File: src/logic/cu_macros.svh
`ifndef CU_MACROS_SVH
`define CU_MACROS_SVH

// widths
`define CU_STATE_W 7
`define IR_W 32
`define OP3_W 6
`define COND_W 4

// field positions in a 32-bit instruction word
`define IR_OP_HI 31
`define IR_OP_LO 30
`define IR_A_BIT 29
`define IR_COND_HI 28
`define IR_COND_LO 25
`define IR_OP2_HI 24
`define IR_OP2_LO 22
`define IR_OP3_HI 24
`define IR_OP3_LO 19
`define IR_I_BIT 13

`endif
File: src/logic/cu_ctrl_pkg.sv
`include "cu_macros.svh"

package cu_ctrl_pkg;

	typedef enum logic [`CU_STATE_W-1:0] {
		RESET       = 7'd0,
		FETCH0      = 7'd1,
		FETCH1      = 7'd2,
		FETCH2      = 7'd3,
		DECODE      = 7'd4,
		ALU_REG     = 7'd10,
		ALU_IMM     = 7'd11,
		ALU_CC_REG  = 7'd12,
		ALU_CC_IMM  = 7'd13,
		SETHI_WR    = 7'd14,
		LD_ADDR     = 7'd20,
		LD_ISSUE    = 7'd21,
		LD_WAIT     = 7'd22,
		LD_WB       = 7'd23,
		ST_ADDR     = 7'd25,
		ST_DATA     = 7'd26,
		ST_ISSUE    = 7'd27,
		ST_WAIT     = 7'd28,
		LD_ADDR_IMM = 7'd30,
		ST_ADDR_IMM = 7'd35,
		CALL_LINK   = 7'd40,
		CALL_JUMP   = 7'd41,
		JMPL_LINK   = 7'd42,
		JMPL_REG    = 7'd43,
		JMPL_IMM    = 7'd44,
		BR_TAKEN0   = 7'd49,
		BR_TAKEN1   = 7'd50,
		BR_SKIP     = 7'd51,
		BR_ANNUL    = 7'd52
	} cu_state_t;

	// with ALU_FROM_IR the datapath decodes op3
	typedef enum logic [5:0] {
		ALU_FROM_IR = 6'b000000,
		ALU_PASS_A  = 6'b100000,
		ALU_PASS_B  = 6'b100001
	} alu_op_t;

	typedef enum logic [1:0] {
		RD_FROM_IR = 2'b00,
		RD_O7      = 2'b01
	} rd_sel_t;

	typedef struct packed {
		logic ir_ld;
		logic mar_ld;
		logic mdr_ld;
		logic pc_ld;
		logic npc_ld;
		logic fr_ld;
		logic rf_wr;
		logic rf_clr;
	} load_en_t;

	typedef struct packed {
		logic [1:0] mb;
		logic       mm;
		logic       mr;
		logic [1:0] mnp;
		logic       mop;
		logic [1:0] mp;
		logic       msa;
		rd_sel_t    msc;
	} mux_sel_t;

	typedef struct packed {
		logic       r_w;
		logic       mov;
		logic [1:0] size;
	} mem_ctrl_t;

	typedef struct packed {
		load_en_t  load;
		mux_sel_t  sel;
		mem_ctrl_t mem;
		alu_op_t   alu_op;
	} control_word_t;

endpackage

File: src/logic/sparc_isa_pkg.sv
`include "cu_macros.svh"

package sparc_isa_pkg;

	typedef enum logic [1:0] {
		BRANCH_FMT = 2'b00,
		CALL_FMT   = 2'b01,
		ARITH_FMT  = 2'b10,
		MEM_FMT    = 2'b11
	} op_t;

	// op2 for op = 00
	typedef enum logic [2:0] {
		OP2_BICC  = 3'b010,
		OP2_SETHI = 3'b100
	} op2_t;

	// arithmetic op3 codes whose cc variants set bit 4
	typedef enum logic [`OP3_W-1:0] {
		OP3_ADD  = 6'b000000,
		OP3_AND  = 6'b000001,
		OP3_OR   = 6'b000010,
		OP3_XOR  = 6'b000011,
		OP3_SUB  = 6'b000100,
		OP3_ANDN = 6'b000101,
		OP3_ORN  = 6'b000110,
		OP3_XNOR = 6'b000111,
		OP3_ADDX = 6'b001000,
		OP3_SUBX = 6'b001100,
		OP3_SLL  = 6'b100101,
		OP3_SRL  = 6'b100110,
		OP3_SRA  = 6'b100111,
		OP3_JMPL = 6'b111000
	} alu_op3_t;

	// memory op3 codes overlap the arithmetic ones
	typedef enum logic [`OP3_W-1:0] {
		OP3_LDUB   = 6'b000001,
		OP3_LDUH   = 6'b000010,
		OP3_LDD    = 6'b000011,
		OP3_ST     = 6'b000100,
		OP3_STB    = 6'b000101,
		OP3_STH    = 6'b000110,
		OP3_STD    = 6'b000111,
		OP3_LDSW   = 6'b001000,
		OP3_LDSB   = 6'b001001,
		OP3_LDSH   = 6'b001010,
		OP3_LDSTUB = 6'b001101,
		OP3_SWAP   = 6'b001111
	} mem_op3_t;

	typedef enum logic [3:0] {
		IC_ALU,
		IC_ALU_CC,
		IC_SETHI,
		IC_LOAD,
		IC_STORE,
		IC_CALL,
		IC_JMPL,
		IC_BRANCH,
		IC_ILLEGAL
	} instr_class_t;

	typedef struct packed {
		instr_class_t iclass;
		logic         imm;
		logic         annul;
	} instr_info_t;

endpackage

File: src/logic/control_unit.sv
`timescale 1ns/100ps
`include "cu_macros.svh"

module control_unit (
	input  logic                       Clk,
	input  logic                       Clr,
	input  logic [`IR_W-1:0]           ir,
	input  logic                       bcond,
	input  logic                       moc,
	output cu_ctrl_pkg::cu_state_t     state,
	output cu_ctrl_pkg::control_word_t cw
);
	import sparc_isa_pkg::*;

	instr_info_t info;

	instr_class_decode u_decode (
		.ir   (ir),
		.info (info)
	);

	microsequencer u_seq (
		.Clk   (Clk),
		.Clr   (Clr),
		.info  (info),
		.bcond (bcond),
		.moc   (moc),
		.state (state)
	);

	control_word_rom u_rom (
		.state (state),
		.cw    (cw)
	);

endmodule

File: src/logic/control_word_rom.sv
`timescale 1ns/100ps

module control_word_rom (
	input  cu_ctrl_pkg::cu_state_t     state,
	output cu_ctrl_pkg::control_word_t cw
);
	import cu_ctrl_pkg::*;

	// load bits in order ir mar mdr pc _ npc fr rf_wr rf_clr
	// sel bits in order mb _ mm _ mr _ mnp _ mop _ mp _ msa _ msc
	// mem bits in order r_w _ mov _ size
	always_comb begin
		cw = '0;
		case (state)
			RESET:       cw = '{8'b0001_1001, 12'b00_0_1_11_0_00_0_00, 4'b0_0_00, ALU_FROM_IR};
			FETCH0, BR_TAKEN0:
				cw = '{8'b0100_0000, 12'b10_0_0_00_1_11_0_00, 4'b0_0_00, ALU_PASS_B};
			FETCH1:      cw = '{8'b0001_0000, 12'b00_0_0_11_0_11_0_00, 4'b1_1_10, ALU_FROM_IR};
			FETCH2:      cw = '{8'b1000_1000, 12'b00_0_0_11_0_00_0_00, 4'b1_1_10, ALU_FROM_IR};
			DECODE:      cw = '0;
			ALU_REG:     cw = '{8'b0000_0010, 12'b00_0_0_00_0_00_0_00, 4'b0_0_00, ALU_FROM_IR};
			ALU_IMM:     cw = '{8'b0000_0010, 12'b01_0_0_00_0_00_0_00, 4'b0_0_00, ALU_FROM_IR};
			ALU_CC_REG:  cw = '{8'b0000_0110, 12'b00_0_0_00_0_00_0_00, 4'b0_0_00, ALU_FROM_IR};
			ALU_CC_IMM:  cw = '{8'b0000_0110, 12'b01_0_0_00_0_00_0_00, 4'b0_0_00, ALU_FROM_IR};
			SETHI_WR:    cw = '{8'b0000_0010, 12'b10_0_0_00_1_00_0_00, 4'b0_0_00, ALU_FROM_IR};
			LD_ADDR:     cw = '{8'b0100_0000, 12'b00_0_0_00_1_00_0_00, 4'b1_0_00, ALU_FROM_IR};
			LD_ADDR_IMM: cw = '{8'b0100_0000, 12'b01_0_0_00_1_00_0_00, 4'b1_0_00, ALU_FROM_IR};
			LD_ISSUE:    cw = '{8'b0000_0000, 12'b00_0_0_00_0_00_0_00, 4'b1_1_00, ALU_FROM_IR};
			LD_WAIT:     cw = '{8'b0010_0000, 12'b00_0_0_00_0_00_0_00, 4'b1_1_00, ALU_FROM_IR};
			// mdr through the alu into the register file
			LD_WB:       cw = '{8'b0000_0010, 12'b11_0_0_00_1_00_0_00, 4'b0_0_00, ALU_PASS_B};
			ST_ADDR:     cw = '{8'b0100_0000, 12'b00_1_0_00_1_00_0_00, 4'b1_0_00, ALU_FROM_IR};
			ST_ADDR_IMM: cw = '{8'b0100_0000, 12'b01_1_0_00_1_00_0_00, 4'b1_0_00, ALU_FROM_IR};
			// rd on port a for the store data
			ST_DATA:     cw = '{8'b0010_0000, 12'b00_1_0_00_1_00_1_00, 4'b0_0_00, ALU_PASS_A};
			ST_ISSUE, ST_WAIT:
				cw = '{8'b0000_0000, 12'b00_0_0_00_0_00_0_00, 4'b0_1_00, ALU_FROM_IR};
			// link pc into o7
			CALL_LINK:   cw = '{8'b0000_0010, 12'b10_0_0_00_1_00_0_01, 4'b0_0_00, ALU_PASS_B};
			CALL_JUMP:   cw = '{8'b0001_1000, 12'b00_0_0_10_0_11_0_00, 4'b0_0_00, ALU_FROM_IR};
			JMPL_LINK:   cw = '{8'b0000_0010, 12'b10_0_0_00_1_00_0_00, 4'b0_0_00, ALU_PASS_B};
			JMPL_REG:    cw = '{8'b0001_1000, 12'b00_0_0_00_0_11_0_00, 4'b0_0_00, ALU_FROM_IR};
			JMPL_IMM:    cw = '{8'b0001_1000, 12'b01_0_0_00_0_11_0_00, 4'b0_0_00, ALU_FROM_IR};
			BR_TAKEN1:   cw = '{8'b0000_1000, 12'b00_0_0_10_0_11_0_00, 4'b0_0_00, ALU_FROM_IR};
			BR_SKIP:     cw = '{8'b0001_1000, 12'b00_0_0_11_0_11_0_00, 4'b0_0_00, ALU_FROM_IR};
			// annul skips the delay slot
			BR_ANNUL:    cw = '{8'b0001_1000, 12'b00_0_0_01_0_10_0_00, 4'b0_0_00, ALU_FROM_IR};
			default:     cw = '0;
		endcase
	end

	// mar and ir share the bus cycle
	always_comb begin
		a_ir_mar_excl: assert (!(cw.load.ir_ld && cw.load.mar_ld))
			else $error("ir_ld and mar_ld both active in state %0d", state);
	end

endmodule

File: src/logic/microsequencer.sv
`timescale 1ns/100ps

module microsequencer (
	input  logic                       Clk,
	input  logic                       Clr,
	input  sparc_isa_pkg::instr_info_t info,
	input  logic                       bcond,
	input  logic                       moc,
	output cu_ctrl_pkg::cu_state_t     state
);
	import sparc_isa_pkg::*;
	import cu_ctrl_pkg::*;

	cu_state_t next_state;
	logic      state_known;
	logic      in_wait;

	always_ff @(posedge Clk, negedge Clr) begin
		if (!Clr)
			state <= RESET;
		else
			state <= next_state;
	end

	always_comb begin
		next_state  = RESET;
		state_known = 1'b1;
		case (state)
			RESET:  next_state = FETCH0;
			FETCH0: next_state = FETCH1;
			FETCH1: next_state = FETCH2;
			FETCH2: next_state = moc ? DECODE : FETCH2;
			DECODE: begin
				case (info.iclass)
					IC_ALU:    next_state = info.imm ? ALU_IMM : ALU_REG;
					IC_ALU_CC: next_state = info.imm ? ALU_CC_IMM : ALU_CC_REG;
					IC_SETHI:  next_state = SETHI_WR;
					IC_LOAD:   next_state = info.imm ? LD_ADDR_IMM : LD_ADDR;
					IC_STORE:  next_state = info.imm ? ST_ADDR_IMM : ST_ADDR;
					IC_CALL:   next_state = CALL_LINK;
					IC_JMPL:   next_state = JMPL_LINK;
					IC_BRANCH: begin
						if (bcond)
							next_state = BR_TAKEN0;
						else
							next_state = info.annul ? BR_ANNUL : BR_SKIP;
					end
					default:   next_state = FETCH0;
				endcase
			end
			LD_ADDR, LD_ADDR_IMM: next_state = LD_ISSUE;
			LD_ISSUE:             next_state = LD_WAIT;
			LD_WAIT:              next_state = moc ? LD_WB : LD_WAIT;
			ST_ADDR, ST_ADDR_IMM: next_state = ST_DATA;
			ST_DATA:              next_state = ST_ISSUE;
			ST_ISSUE:             next_state = ST_WAIT;
			ST_WAIT:              next_state = moc ? FETCH0 : ST_WAIT;
			CALL_LINK:            next_state = CALL_JUMP;
			JMPL_LINK:            next_state = info.imm ? JMPL_IMM : JMPL_REG;
			BR_TAKEN0:            next_state = BR_TAKEN1;
			// taken branch already holds the new pc in mar
			BR_TAKEN1:            next_state = FETCH1;
			ALU_REG, ALU_IMM, ALU_CC_REG, ALU_CC_IMM, SETHI_WR, LD_WB,
			CALL_JUMP, JMPL_REG, JMPL_IMM, BR_SKIP, BR_ANNUL:
				next_state = FETCH0;
			default: begin
				next_state  = RESET;
				state_known = 1'b0;
			end
		endcase
	end

	assign in_wait = state inside {FETCH2, LD_WAIT, ST_WAIT};

	// decode always dispatches
	a_decode_once: assert property (@(posedge Clk) disable iff (!Clr)
		state == DECODE |=> state != DECODE);

	a_reset_exit: assert property (@(posedge Clk)
		$rose(Clr) |=> state_known);

	// memory waits end only on moc
	a_wait_moc: assert property (@(posedge Clk) disable iff (!Clr)
		in_wait && !moc |=> $stable(state));

endmodule

File: src/logic/instr_class_decode.sv
`timescale 1ns/100ps
`include "cu_macros.svh"

module instr_class_decode (
	input  logic [`IR_W-1:0]           ir,
	output sparc_isa_pkg::instr_info_t info
);
	import sparc_isa_pkg::*;

	op_t               op;
	logic [2:0]        op2;
	logic [`OP3_W-1:0] op3;
	logic [`OP3_W-1:0] op3_base;
	logic              is_alu_base;
	instr_class_t      cls;

	assign op  = op_t'(ir[`IR_OP_HI:`IR_OP_LO]);
	assign op2 = ir[`IR_OP2_HI:`IR_OP2_LO];
	assign op3 = ir[`IR_OP3_HI:`IR_OP3_LO];

	// strip the cc bit
	assign op3_base = {op3[5], 1'b0, op3[3:0]};
	assign is_alu_base = op3_base inside {OP3_ADD, OP3_ADDX, OP3_SUB, OP3_SUBX,
		OP3_AND, OP3_ANDN, OP3_OR, OP3_ORN, OP3_XOR, OP3_XNOR};

	always_comb begin
		cls = IC_ILLEGAL;
		case (op)
			CALL_FMT:
				cls = IC_CALL;
			BRANCH_FMT:
				if (op2 == OP2_SETHI)
					cls = IC_SETHI;
				else if (op2 == OP2_BICC)
					cls = IC_BRANCH;
			ARITH_FMT:
				if (is_alu_base)
					cls = op3[4] ? IC_ALU_CC : IC_ALU;
				else if (op3 inside {OP3_SLL, OP3_SRL, OP3_SRA})
					cls = IC_ALU;
				else if (op3 == OP3_JMPL)
					cls = IC_JMPL;
			MEM_FMT:
				if (op3 inside {OP3_LDSB, OP3_LDSH, OP3_LDSW, OP3_LDUB, OP3_LDUH,
						OP3_LDD, OP3_LDSTUB})
					cls = IC_LOAD;
				else if (op3 inside {OP3_STB, OP3_STH, OP3_ST, OP3_STD, OP3_SWAP})
					cls = IC_STORE;
			default:
				cls = IC_ILLEGAL;
		endcase
	end

	assign info.iclass = cls;
	assign info.imm    = ir[`IR_I_BIT];
	assign info.annul  = ir[`IR_A_BIT];

endmodule

File: config.mk
export PLATFORM = sky130hd
export DESIGN_NAME = control_unit
export DESIGN_NICKNAME = d
export VERILOG_FILES = /design/src/logic/cu_ctrl_pkg.sv /design/src/logic/sparc_isa_pkg.sv /design/src/logic/control_unit.sv /design/src/logic/control_word_rom.sv /design/src/logic/microsequencer.sv /design/src/logic/instr_class_decode.sv
export VERILOG_INCLUDE_DIRS = /design/src /design/src/logic
export SDC_FILE = /design/constraint.sdc
export NUM_CORES = 1
export LEC_CHECK = 0
export BUFFER_PORTS_ARGS = -buffer_cell sky130_fd_sc_hd__buf_2
export CAP_MARGIN = 20
export CORE_AREA = 5 5 63 65
export DETAILED_ROUTE_END_ITERATION = 8
export DIE_AREA = 0 0 68 70
export PLACE_DENSITY = 0.84
export SLEW_MARGIN = 10
export SYNTH_ARGS = -nofsm -noshare
export SYNTH_HDL_FRONTEND = slang
export SYNTH_SLANG_ARGS = --single-unit
File: constraint.sdc
create_clock -name Clk -period 3.4 [get_ports Clk]
set_input_delay 0.85 -clock Clk [delete_from_list [all_inputs] [get_ports Clk]]
set_output_delay 0.85 -clock Clk [all_outputs]
set_load 0.03 [all_outputs]
==> metrics <==
status finished, final reports clean; first-pass GRT wire length 7760 µm; FILL cells 322; Critical Path AT 2340 ps; syn avg cell area 6.57 µm²; Sum Neg Setup Slack 0 ps; worst skew pair latency 250 ps; Avg Vias per Cell 6.02; clk slew on worst S/H paths 40 ps; port bufs 43; num rows 21; worst-path maximum fanout 21; Die Y-Extent 70 µm; vias in the first global route 1717; Synth Warn # 0; largest registers u_seq.state (6); crit path kind reg2out; core region area 3280 µm²; cts hold-fix bufs 0; Routed Antenna Nets 0; clk buf depth 2; routed len/inst 14.8 µm; Overflow after GRT 0; CTS tree built; total power per unit cell area 762 nW/µm²; Max Cap Violations 0; Slew Viols, Final 0; post-CTS setup buffer count 0; pin count of the biggest net entering global routing 27; worst path required time 2550 ps; worst slew pin tran 643 ps; Post-Syn Area 1660 µm²; Sequential Area 150 µm²; fmax 313 MHz; Async SR Flop Fraction 100%; worst vdd ir 393 µV; # IOs 73; period utilization 93.9%; Final #Nets 327; total CTS buffers 3; via count of the routed design 1982; Critical Path Start Type register; ys flop type dfrtp_1; Sink Count 6; Detailed Route WL 4870 µm; Final min period 3190 ps; DRT iter0 DRCs 368; hold_ws 408 ps; final setup fails 0; area grow syn2layout 13.8%; detailed placement HPWL 3660 µm; area of the multi-input gates 1350 µm²; Seq cells post-synth 6; RSZ-0062 raised after global routing no; dominant cell type by area after synthesis dfrtp_1; relative slew slack 57.2%; final hold vios 0; Initial Utilization 50.4%; Largest Register u_seq.state; # DRC 0; Worst Hold Class in2async; Pleak 0.864 nW; post_cts resized 0; H-Tree Depth 1; antenna fix cells 0; post-synthesis sequential area ratio 9.06%; Synth cell types 65; Area contributors post-synth dfrtp_1 (9.1%), nand2_1 (7.0%), nor2_1 (7.0%), o21ai_0 (6.3%), ha_1 (4.5%); chip width 68 µm; max reg flops 6; fraction of layout cells with a size suffix above 1 23.0%; clk root buf clkbuf_4; Critical Path Sink Type primary output; Die Footprint 4760 µm²; Gate Count Post-Synth 252; Total GRT Usage 19.8%; number of synthesized flops with an enable pin 0; global placement routability congestion 0.890; Pre-antenna DRT Iters 4; initial antenna violation count 0; post-synth top area share 9.06%; worst clock skew 3.56 ps
## logic make-up (layout without fill, tap and decap cells)
logic type	count (synthesis)	in the layout	synth area share, %
buf+inv	35	60	10.9
flops	6	6	9.06
other cells	1	7	0.226
fa+ha+maj	6	6	4.53
mux	5	5	3.02
xor+xnor	2	2	1.06
compound gates	83	83	37.4
simple gates	114	114	33.8
## critical path, cell delays in order (launching register included)
cell and delay, ps:
dfrtp_1 740, clkinv_1 470, nor3_1 290, a31oi_1 60, o21ai_0 160, o31a_1 170
buf_2 200
## per-layer routing
layer  part of all wire (%)  GRT usage (%)
met1                     42           27.8
met2                     47           30.6
met3                    9.1           1.28
met4                    2.1           7.95
met5                      0              0
## path summary, 6_finish.rpt
kind	endpoint	from	slack [ps]	cells after the start
max	cw[21]	u_seq.state[3]$_DFF_PN0_	210	6
min	u_seq.state[2]$_DFF_PN0_	Clr	410	1
max reg2reg	u_seq.state[0]$_DFF_PN0_	u_seq.state[1]$_DFF_PN0_	1030	9
min reg2reg	u_seq.state[1]$_DFF_PN0_	u_seq.state[2]$_DFF_PN0_	980	2
max in group asynchronous	u_seq.state[0]$_DFF_PN0_	Clr	2860	1
min in group Clk	u_seq.state[2]$_DFF_PN0_	moc	930	3
## final cells by class
| class | count | area share, % |
|---|---|---|
| multi-input cells | 217 | 71.5 |
| repair buffers | 50 | 14.9 |
| flip-flops and latches | 6 | 7.96 |
| well taps | 46 | 3.05 |
| inverters | 7 | 1.39 |
| clock buffers | 3 | 1.19 |
## cell usage after synthesis (all sizes together), types with 2 or more instances
master and number:
a21boi 2, a21o 3, a21oi 10, a22oi 2, a311o 2, a31oi 6, and2 3, and3b 2
buf 20, clkbuf 8, dfrtp 6, ha 6, inv 6, mux2i 5, nand2 32, nand2b 10
nand3 8, nand3b 2, nor2 31, nor2b 7, nor3 4, nor4 3, o2111ai 2, o211ai 3
o21a 4, o21ai 22, o21bai 2, o221ai 2, o31a 2, o31ai 5, o32a 2, or2 3
or3 2, xor2 2
## layout by cell type (no fill, tap or decap), types with 3 or more instances in the layout
master and n:
nor3_1 4, o21a_1 4, conb_1 7, and2_1 3, a21o_1 3, inv_1 5
buf_4 6, nand2_1 31, nor4_1 3, nand3_1 8, buf_2 43, ha_1 6
nor2b_1 7, a21oi_1 10, o31ai_1 3, clkbuf_4 3, dfrtp_1 6, o211ai_1 3
nand2b_1 10, mux2i_1 5, nor2_1 31, o21ai_0 21, a31oi_1 6
## power by group
part | internal [mW] | switching, mW | leakage, nW | total (mW)
clock network | 0.0400 | 0.0264 | 0.0138 | 0.0664
registers | 0.0894 | 0.0601 | 0.0790 | 0.149
logic | 0.403 | 0.817 | 0.771 | 1.22
## through the flow
stage                     worst slack, ps  power, mW  instances  util, %  cell area (µm²)
after CTS                             234       1.43        329     57.4             1890
after global routing                 9.62       1.53        329     57.4             1890
final                                 207       1.44        329     57.4             1890
after floorplan                       199       1.05        258        -             1680
after detailed placement              518       1.35        326     56.7             1860
after global placement                519       1.35        326     56.7             1860
(Power assumes the default switching activity.)
